`config.mk`:
```
export PLATFORM = sky130hd
export DESIGN_NAME = zknhSchedTop
export DESIGN_NICKNAME = d
export VERILOG_FILES = /design/src/hw/zknhPkg.sv /design/src/hw/scheduleWindow.sv /design/src/hw/sha512Half.sv /design/src/hw/sigmaAccum.sv /design/src/hw/windowPtrCounter.sv /design/src/hw/zknhSchedTop.sv /design/src/hw/zknhSeqFsm.sv
export SDC_FILE = /design/constraint.sdc
export NUM_CORES = 2
export LEC_CHECK = 0
export BUFFER_PORTS_ARGS = -buffer_cell sky130_fd_sc_hd__buf_2
export CORE_ASPECT_RATIO = 0.75
export CORE_MARGIN = 2
export CORE_UTILIZATION = 25
export DETAILED_ROUTE_END_ITERATION = 12
export PLACE_DENSITY_LB_ADDON = 0.2
export SYNTH_ARGS = -nofsm -noshare
export SYNTH_HDL_FRONTEND = slang
export SYNTH_SLANG_ARGS = --single-unit
export TNS_END_PERCENT = 30
```
`constraint.sdc`:
```
create_clock -name clk -period 11.66 [get_ports clk]
set_clock_uncertainty 0.1 [all_clocks]
set_input_delay 2.332 -clock clk [delete_from_list [all_inputs] [get_ports clk]]
set_output_delay 2.332 -clock clk [all_outputs]
set_load 0.03 [all_outputs]
```
`src/hw/zknhPkg.sv`:
```
package zknhPkg;

   //////////////////////////////////////////////////////////////////////
   // word types
   //////////////////////////////////////////////////////////////////////

   // one rv32 register, half of a sha-512 word
   typedef logic [31:0] halfWordT;
   // full schedule or sigma word
   typedef logic [63:0] fullWordT;
   // schedule index W[0] .. W[79]
   typedef logic [6:0]  wordIdxT;

   // index stops counting here
   localparam wordIdxT LAST_WORD_IDX = 7'd79;

   //////////////////////////////////////////////////////////////////////
   // encodings
   //////////////////////////////////////////////////////////////////////

   // zknh rv32 half-ops, value is the xor6 select index
   typedef enum logic [2:0] {
      opSig0h = 3'd0,
      opSig0l = 3'd1,
      opSig1h = 3'd2,
      opSig1l = 3'd3,
      opSum0r = 3'd4,
      opSum1r = 3'd5
   } halfOpT;

   // host commands
   typedef enum logic [1:0] {
      cmdExpand = 2'd0,
      cmdSum0   = 2'd1,
      cmdSum1   = 2'd2
   } cmdT;

   // sequencer states, one half-op pass per state
   typedef enum logic [2:0] {
      stIdle, stSig1Hi, stSig1Lo, stSig0Hi, stSig0Lo, stWrite, stSumHi, stSumLo
   } seqStateT;

endpackage

```
`src/hw/scheduleWindow.sv`:
```
`timescale 1ns/1ps

module scheduleWindow import zknhPkg::*; #(
   parameter  int WINDOW_DEPTH = 16,
   localparam int PTR_W        = $clog2(WINDOW_DEPTH)
) (
   input  logic             clk,
   input  logic             loadValid,
   input  logic             busy,
   input  fullWordT         loadWord,
   input  logic             writeNew,
   input  fullWordT         newWord,
   input  logic [PTR_W-1:0] ptr,
   output fullWordT         tapM16,
   output fullWordT         tapM15,
   output fullWordT         tapM7,
   output fullWordT         tapM2
);

   // tap offsets from the oldest slot
   localparam int unsigned OFF_M15 = 1;
   localparam int unsigned OFF_M7  = WINDOW_DEPTH - 7;
   localparam int unsigned OFF_M2  = WINDOW_DEPTH - 2;

   fullWordT mem [WINDOW_DEPTH];

   // ptr plus offset, wrapped at depth
   function automatic logic [PTR_W-1:0] tapIdx(input logic [PTR_W-1:0] base,
                                                input int unsigned      off);
      int unsigned sum;
      sum = int'(base) + off;
      // base and off are both below depth, one subtract is enough
      if (sum >= WINDOW_DEPTH) sum = sum - WINDOW_DEPTH;
      return PTR_W'(sum);
   endfunction

   //////////////////////////////////////////////////////////////////////
   // write port
   //////////////////////////////////////////////////////////////////////

   // ptr always addresses the oldest word, overwritten next
   always_ff @(posedge clk) begin
      if (writeNew) begin
         mem[ptr] <= newWord;
      end else if (loadValid && !busy) begin
         mem[ptr] <= loadWord;
      end
   end

   //////////////////////////////////////////////////////////////////////
   // read taps for W[t-16], W[t-15], W[t-7], W[t-2]
   //////////////////////////////////////////////////////////////////////

   assign tapM16 = mem[ptr];
   assign tapM15 = mem[tapIdx(ptr, OFF_M15)];
   assign tapM7  = mem[tapIdx(ptr, OFF_M7)];
   assign tapM2  = mem[tapIdx(ptr, OFF_M2)];

endmodule

```
`src/hw/sha512Half.sv`:
```
`timescale 1ns/1ps

module sha512Half import zknhPkg::*; (
   input  halfWordT A,
   input  halfWordT B,
   input  halfOpT   ZKNHSelect,
   output halfWordT result
);

   // six shifted operands feeding the xor6
   halfWordT t0, t1, t2, t3, t4, t5;

   //////////////////////////////////////////////////////////////////////
   // operand select per half-op
   //////////////////////////////////////////////////////////////////////

   always_comb begin
      // unused slots and unused encodings stay zero
      t0 = '0;
      t1 = '0;
      t2 = '0;
      t3 = '0;
      t4 = '0;
      t5 = '0;
      case (ZKNHSelect)
         opSig0h, opSig0l: begin
            // rotr1, shr7, rotr8
            t0 = A >> 1;
            t1 = A >> 7;
            t2 = A >> 8;
            t3 = B << 31;
            t4 = B << 24;
            // shr7 spills into the low word only
            if (ZKNHSelect == opSig0l) t5 = B << 25;
         end
         opSig1h, opSig1l: begin
            // rotr19, rotr61, shr6
            t0 = A << 3;
            t1 = A >> 6;
            t2 = A >> 19;
            t3 = B >> 29;
            t4 = B << 13;
            // shr6 spill, low word only
            if (ZKNHSelect == opSig1l) t5 = B << 26;
         end
         opSum0r: begin
            // rotr28, rotr34, rotr39
            t0 = A << 25;
            t1 = A << 30;
            t2 = A >> 28;
            t3 = B >> 7;
            t4 = B >> 2;
            t5 = B << 4;
         end
         opSum1r: begin
            // rotr14, rotr18, rotr41
            t0 = A << 23;
            t1 = A >> 14;
            t2 = A >> 18;
            t3 = B >> 9;
            t4 = B << 18;
            t5 = B << 14;
         end
         default: ;
      endcase
   end

   // xor6
   assign result = t0 ^ t1 ^ t2 ^ t3 ^ t4 ^ t5;

endmodule

```
`src/hw/sigmaAccum.sv`:
```
`timescale 1ns/1ps

module sigmaAccum import zknhPkg::*; (
   input  logic     clk,
   input  logic     rstN,
   input  seqStateT state,
   input  fullWordT tapM15,
   input  fullWordT tapM2,
   input  fullWordT tapM7,
   input  fullWordT tapM16,
   input  fullWordT sumOperand,
   input  halfWordT halfResult,
   input  logic     swapHalves,
   input  logic     capHi,
   input  logic     capLo,
   input  logic     finish,
   output halfWordT opA,
   output halfWordT opB,
   output fullWordT newWord,
   output fullWordT result
);

   fullWordT sumOpQ;
   fullWordT srcWord;
   fullWordT sig1Q;
   fullWordT sig0Q;
   fullWordT sumQ;
   logic     sumMode;

   //////////////////////////////////////////////////////////////////////
   // operand source and half split
   //////////////////////////////////////////////////////////////////////

   // track host operand until a command starts, then hold it
   always_ff @(posedge clk) begin
      if (state == stIdle) sumOpQ <= sumOperand;
   end

   always_comb begin
      case (state)
         stSig1Hi, stSig1Lo: srcWord = tapM2;
         stSig0Hi, stSig0Lo: srcWord = tapM15;
         default:            srcWord = sumOpQ;
      endcase
   end

   // low word first for the low-half passes
   assign opA = swapHalves ? srcWord[31:0]  : srcWord[63:32];
   assign opB = swapHalves ? srcWord[63:32] : srcWord[31:0];

   //////////////////////////////////////////////////////////////////////
   // half result capture
   //////////////////////////////////////////////////////////////////////

   always_ff @(posedge clk) begin
      if (capHi) begin
         case (state)
            stSig1Hi: sig1Q[63:32] <= halfResult;
            stSig0Hi: sig0Q[63:32] <= halfResult;
            stSumHi:  sumQ[63:32]  <= halfResult;
            default: ;
         endcase
      end
      if (capLo) begin
         case (state)
            stSig1Lo: sig1Q[31:0] <= halfResult;
            stSig0Lo: sig0Q[31:0] <= halfResult;
            stSumLo:  sumQ[31:0]  <= halfResult;
            default: ;
         endcase
      end
   end

   // W[t], carries wrap mod 2^64
   assign newWord = sig1Q + tapM7 + sig0Q + tapM16;

   // result source picked by the first pass of the command
   always_ff @(posedge clk) begin
      if (!rstN) begin
         sumMode <= 1'b0;
         result  <= '0;
      end else begin
         if (state == stSumHi) sumMode <= 1'b1;
         else if (state == stSig1Hi) sumMode <= 1'b0;
         if (finish) result <= sumMode ? sumQ : newWord;
      end
   end

endmodule

```
`src/hw/windowPtrCounter.sv`:
```
`timescale 1ns/1ps

module windowPtrCounter import zknhPkg::*; #(
   parameter  int WINDOW_DEPTH = 16,
   localparam int PTR_W        = $clog2(WINDOW_DEPTH)
) (
   input  logic             clk,
   input  logic             rstN,
   input  logic             loadValid,
   input  logic             busy,
   input  logic             writeNew,
   output logic [PTR_W-1:0] ptr,
   output wordIdxT          wordIndex,
   output logic             windowReady
);

   logic advance;

   // host load outside a command, or expansion write-back
   assign advance = (loadValid && !busy) || writeNew;

   always_ff @(posedge clk) begin
      if (!rstN) begin
         ptr         <= '0;
         wordIndex   <= '0;
         windowReady <= 1'b0;
      end else if (advance) begin
         // circular, wraps at depth
         ptr <= (ptr == PTR_W'(WINDOW_DEPTH - 1)) ? '0 : ptr + 1'b1;
         // saturate at W[79]
         if (wordIndex != LAST_WORD_IDX) begin
            wordIndex <= wordIndex + 1'b1;
         end
         // this write fills the last empty slot
         if (wordIndex == wordIdxT'(WINDOW_DEPTH - 1)) begin
            windowReady <= 1'b1;
         end
      end
   end

endmodule

```
`src/hw/zknhSchedTop.sv`:
```
`timescale 1ns/1ps

module zknhSchedTop import zknhPkg::*; #(
   parameter  int WINDOW_DEPTH = 16,
   localparam int PTR_W        = $clog2(WINDOW_DEPTH)
) (
   input  logic     clk,
   input  logic     rstN,
   input  logic     loadValid,
   input  fullWordT loadWord,
   input  logic     start,
   input  cmdT      cmd,
   input  fullWordT sumOperand,
   output logic     busy,
   output logic     done,
   output fullWordT result,
   output wordIdxT  wordIndex
);

   // sequencer controls
   seqStateT seqState;
   halfOpT   halfSel;
   logic     swapHalves;
   logic     capHi;
   logic     capLo;
   logic     writeNew;
   logic     finish;

   // window side
   logic [PTR_W-1:0] ptr;
   logic             windowReady;
   fullWordT         tapM16;
   fullWordT         tapM15;
   fullWordT         tapM7;
   fullWordT         tapM2;
   fullWordT         newWord;

   // half-op datapath
   halfWordT opA;
   halfWordT opB;
   halfWordT halfResult;

   //////////////////////////////////////////////////////////////////////
   // control
   //////////////////////////////////////////////////////////////////////

   zknhSeqFsm seqFsm_inst (
      .clk, .rstN, .start, .cmd, .windowReady,
      .state(seqState), .halfSel, .swapHalves, .capHi, .capLo,
      .writeNew, .finish, .busy, .done
   );

   windowPtrCounter #(.WINDOW_DEPTH(WINDOW_DEPTH)) ptrCounter_inst (
      .clk, .rstN, .loadValid, .busy, .writeNew, .ptr, .wordIndex, .windowReady
   );

   //////////////////////////////////////////////////////////////////////
   // datapath
   //////////////////////////////////////////////////////////////////////

   scheduleWindow #(.WINDOW_DEPTH(WINDOW_DEPTH)) window_inst (
      .clk, .loadValid, .busy, .loadWord, .writeNew, .newWord, .ptr,
      .tapM16, .tapM15, .tapM7, .tapM2
   );

   sigmaAccum accum_inst (
      .clk, .rstN, .state(seqState), .tapM15, .tapM2, .tapM7, .tapM16,
      .sumOperand, .halfResult, .swapHalves, .capHi, .capLo, .finish,
      .opA, .opB, .newWord, .result
   );

   // one rv32 half-op per cycle
   sha512Half half_inst (
      .A(opA), .B(opB), .ZKNHSelect(halfSel), .result(halfResult)
   );

endmodule

```
`src/hw/zknhSeqFsm.sv`:
```
`timescale 1ns/1ps

module zknhSeqFsm import zknhPkg::*; (
   input  logic     clk,
   input  logic     rstN,
   input  logic     start,
   input  cmdT      cmd,
   input  logic     windowReady,
   output seqStateT state,
   output halfOpT   halfSel,
   output logic     swapHalves,
   output logic     capHi,
   output logic     capLo,
   output logic     writeNew,
   output logic     finish,
   output logic     busy,
   output logic     done
);

   seqStateT stateNext;
   cmdT      cmdQ;
   logic     accept;
   halfOpT   sumSel;

   //////////////////////////////////////////////////////////////////////
   // command accept and state register
   //////////////////////////////////////////////////////////////////////

   // expand needs a full window, sums always go
   assign accept = start && (state == stIdle) &&
                   (((cmd == cmdExpand) && windowReady) ||
                    (cmd == cmdSum0) || (cmd == cmdSum1));

   always_ff @(posedge clk) begin
      if (!rstN) begin
         state <= stIdle;
         cmdQ  <= cmdExpand;
         done  <= 1'b0;
      end else begin
         state <= stateNext;
         // pulse in the cycle after the write-back state
         done  <= (state == stWrite);
         if (accept) cmdQ <= cmd;
      end
   end

   always_comb begin
      stateNext = state;
      case (state)
         stIdle: begin
            if (accept) stateNext = (cmd == cmdExpand) ? stSig1Hi : stSumHi;
         end
         // expand: sigma1 of W[t-2], then sigma0 of W[t-15]
         stSig1Hi: stateNext = stSig1Lo;
         stSig1Lo: stateNext = stSig0Hi;
         stSig0Hi: stateNext = stSig0Lo;
         stSig0Lo: stateNext = stWrite;
         // sum passes share the write-back state
         stSumHi:  stateNext = stSumLo;
         stSumLo:  stateNext = stWrite;
         stWrite:  stateNext = stIdle;
         default:  stateNext = stIdle;
      endcase
   end

   //////////////////////////////////////////////////////////////////////
   // per-state decode
   //////////////////////////////////////////////////////////////////////

   assign sumSel = (cmdQ == cmdSum1) ? opSum1r : opSum0r;

   always_comb begin
      halfSel    = opSig0h;
      swapHalves = 1'b0;
      capHi      = 1'b0;
      capLo      = 1'b0;
      case (state)
         stSig1Hi: begin halfSel = opSig1h; capHi = 1'b1; end
         stSig1Lo: begin halfSel = opSig1l; capLo = 1'b1; swapHalves = 1'b1; end
         stSig0Hi: begin halfSel = opSig0h; capHi = 1'b1; end
         stSig0Lo: begin halfSel = opSig0l; capLo = 1'b1; swapHalves = 1'b1; end
         // same op twice, low word goes in as A for the low half
         stSumHi:  begin halfSel = sumSel;  capHi = 1'b1; end
         stSumLo:  begin halfSel = sumSel;  capLo = 1'b1; swapHalves = 1'b1; end
         default: ;
      endcase
   end

   assign finish   = (state == stWrite);
   // window only written back for an expand
   assign writeNew = (state == stWrite) && (cmdQ == cmdExpand);
   assign busy     = (state != stIdle);

endmodule

```
==> results.sh <==
export IMPL_cts_resized=0
export IMPL_die_w_um=653.1
export IMPL_port_buffers=206
export IMPL_critical_path_max_stage_delay_ps=790
export IMPL_min_period_over_period=0.8350
export IMPL_slew_headroom=0.07638
export IMPL_clk_latency_ps=850
export IMPL_wl_um=335500
export IMPL_clockBufferDepth=4
export IMPL_fin_tns_setup_ps=0
export IMPL_critical_path_startpoint="ptrCounter_inst.ptr[0]"
export IMPL_fill_cells=31410
export IMPL_cp_cell_sequence="inv_1 -> ha_4 -> buf_12 -> buf_4 -> mux4_2 -> mux2i_1 -> nand2_1 -> nand2_1 -> fa_1 -> fa_1 -> inv_1 -> ha_1 -> and2_1 -> nand4_1 -> nor2_1 -> a221o_1 -> a311oi_1 -> buf_4 -> a21oi_1 -> a311oi_1 -> o31ai_1 -> a221oi_1 -> xor2_1 -> a21oi_1"
export IMPL_final_net_count=5705
export IMPL_worst_hold_path_type="flip-flop to flip-flop"
export IMPL_design_portCount=207
export IMPL_ys_warnings_count=0
export IMPL_setup_violations_final=0
export IMPL_worstSetupStartpointType="flip-flop"
export IMPL_vias=53400
export IMPL_cts_buffers=158
export IMPL_r2r_slack_ps=1920
export IMPL_grt_pass1_vias=52100
export IMPL_seq_area_frac_synth=0.5086
export IMPL_grt_pass1_wl_um=455700
export IMPL_coreArea_sq_um=314000
export IMPL_r2r_end="window_inst.mem[6][63]"
export IMPL_rr_worst_depth=24
export IMPL_synth_area_leaders="edfxtp_1 (49%), mux4_2 (24%), mux2i_1 (3.6%)"
export IMPL_overflow=0
export IMPL_die_y_um=490.8
export IMPL_worstSetupEndpointType="flip-flop"
export IMPL_post_cts_buffers=0
export IMPL_crit_slowest_cell="dfxtp_4"
export IMPL_ys_types=89
export IMPL_max_slew_worst_pin_slew_ps=1376
export IMPL_hpwlAfterDp_um=222800
export IMPL_endpoint="window_inst.mem[6][63]"
export IMPL_grt_max_degree=93
export IMPL_yosys_area_top_type="edfxtp_1"
export IMPL_cts_root_buf="clkbuf_16"
export IMPL_fmax_mhz=102.7
export IMPL_timing_final_hold_violations=0
export IMPL_rows=178
export IMPL_final_cell_mix="edfxtp_1 (1280), mux4_2 (829), nand2_1 (413), inv_1 (326), mux2i_1 (282)"
export IMPL_hold_depth=1
export IMPL_clk_pin_slew_ps=70
export IMPL_path_class="flip-flop to flip-flop"
export IMPL_cts_max_level=4
export IMPL_synth_top_area_share=0.4866
export IMPL_areaGrowthSynthToFinish_pct=14.94
export IMPL_status="finished clean"
export IMPL_die_area_sq_um=320600
export IMPL_initial_core_util=0.2516
export IMPL_drv_cap=0
export IMPL_vias_per_cell=5.542
export IMPL_r2r_start="ptrCounter_inst.ptr[0]"
export IMPL_post_drt_wl_per_cell_um=34.82
export IMPL_netlist_instances=5161
export IMPL_async_reset_ff_frac=0
export IMPL_synth_area_per_cell_sq_um=15.31
export IMPL_synth_edf_count=1280
export IMPL_fin_crit_ps=9736
export IMPL_cts_tree="done"
export IMPL_ys_seq_elements=1367
export IMPL_cts_hold_buffers=0
export IMPL_antenna_found_initial=36
export IMPL_ant_nets=0
export IMPL_critPathRequiredTime_ps=11950
export IMPL_clkSinkCount=1367
export IMPL_final_common_cell="edfxtp_1"
export IMPL_drc=0
export IMPL_path_max_fanout=47
export IMPL_synth_cell_area_sq_um=79000
export IMPL_first_pass_iters=6
export IMPL_drt_iter0_drc=6920
export IMPL_rsz0062_at_grt="false"
export IMPL_synthFlopType="edfxtp_1"
export IMPL_grt_total_usage=0.2043
export IMPL_worstPathArrival_ps=10030
export IMPL_drive_gt1_frac=0.2988
export IMPL_maxSlewViolCount=0
export IMPL_place_gp_congestion=0.9646
export IMPL_syn_nets=5491
## synthesized netlist by cell type (87+ instances only)
cell type / n
clkbuf_1: 185
mux4_2: 829
a21oi_1: 159
mux2i_1: 282
o21ai_0: 159
inv_1: 327
edfxtp_1: 1280
dfxtp_1: 87
nand2_1: 415
xnor2_1: 101
nor2_1: 206
fa_1: 126
## registers in the layout, indices dropped and copies added, names as in the netlist, 2 cells and up, named ones only
register	cells
seqFsm_inst.state	2
ptrCounter_inst.ptr	4
accum_inst.result	64
accum_inst.sumOpQ	64
accum_inst.sig1Q	64
window_inst.mem	1024
seqFsm_inst.cmdQ	2
ptrCounter_inst.wordIndex	7
accum_inst.sumQ	64
accum_inst.sig0Q	64
## metal layers
metal	share of wire	GRT usage	routed length (um)	vias up
met5	0.00017	0	57	-
met4	0.035	0.06105	11710	8
met3	0.086	0.04446	28840	475
met2	0.44	0.3097	149100	2996
met1	0.43	0.2916	145900	28840
li1	-	-	-	21080
## per-stage QoR
stage / setup slack [ps] / area [sq um] / std cells / util / hold WS [ps]
6_report: 1924 / 90800 / 9635 / 0.2891 / 374.2
5_1_grt: 1364 / 90790 / 9632 / 0.2891 / 394.0
4_1_cts: 1927 / 90770 / 9630 / 0.2890 / 378.4
3_5_place_dp: 1966 / 85800 / 9353 / 0.2732 / 360.8
3_3_place_gp: 2134 / 85800 / 9353 / 0.2732 / 356.2
2_1_floorplan: 56.01 / 79000 / 5161 / - / 341.6
## cells by family after synthesis
group,count (synthesis),share of synthesized area
AOI/OAI and AO/OA,750,0.06601
muxes,1144,0.2787
and+or+nand+nor,853,0.04709
xor gates and xnor gates,151,0.01674
adders and majority gates,196,0.04302
DFF,1367,0.5086
buffers and inverters,700,0.03988
## worst min path at each step
stage,from,endpoint,slack [ps]
6_report,ptrCounter_inst.windowReady,ptrCounter_inst.windowReady,370
5_1_grt,ptrCounter_inst.windowReady,ptrCounter_inst.windowReady,390
4_1_cts,ptrCounter_inst.windowReady,ptrCounter_inst.windowReady,380
3_5_place_dp,ptrCounter_inst.windowReady,ptrCounter_inst.windowReady,360
3_3_place_gp,ptrCounter_inst.windowReady,ptrCounter_inst.windowReady,360
2_1_floorplan,ptrCounter_inst.windowReady,ptrCounter_inst.windowReady,340
## final cells by class
type,instances,area [sq um],area share
diodes,3,7.507,0.00008268
clock buffers,186,4101,0.04517
clock inverters,91,862.1,0.009494
inverters,330,1239,0.01364
multi-input cells,3094,36330,0.4001
flip-flops and latches,1367,40200,0.4428
well taps,4140,5180,0.05705
repair buffers,424,2878,0.03169
## critical path, delay by kind of cell (launching register included)
family / cells / cell delay, ps
DFF: 1 / 790
muxes: 2 / 650
adders and majority gates: 4 / 2110
AOI/OAI and AO/OA: 7 / 2350
xor gates and xnor gates: 1 / 770
buffers and inverters: 5 / 1390
and+or+nand+nor: 5 / 820
Power is left out: the tool's default activity adds up to more than one toggle a clock period on the data nets, which glitch-free logic cannot reach.
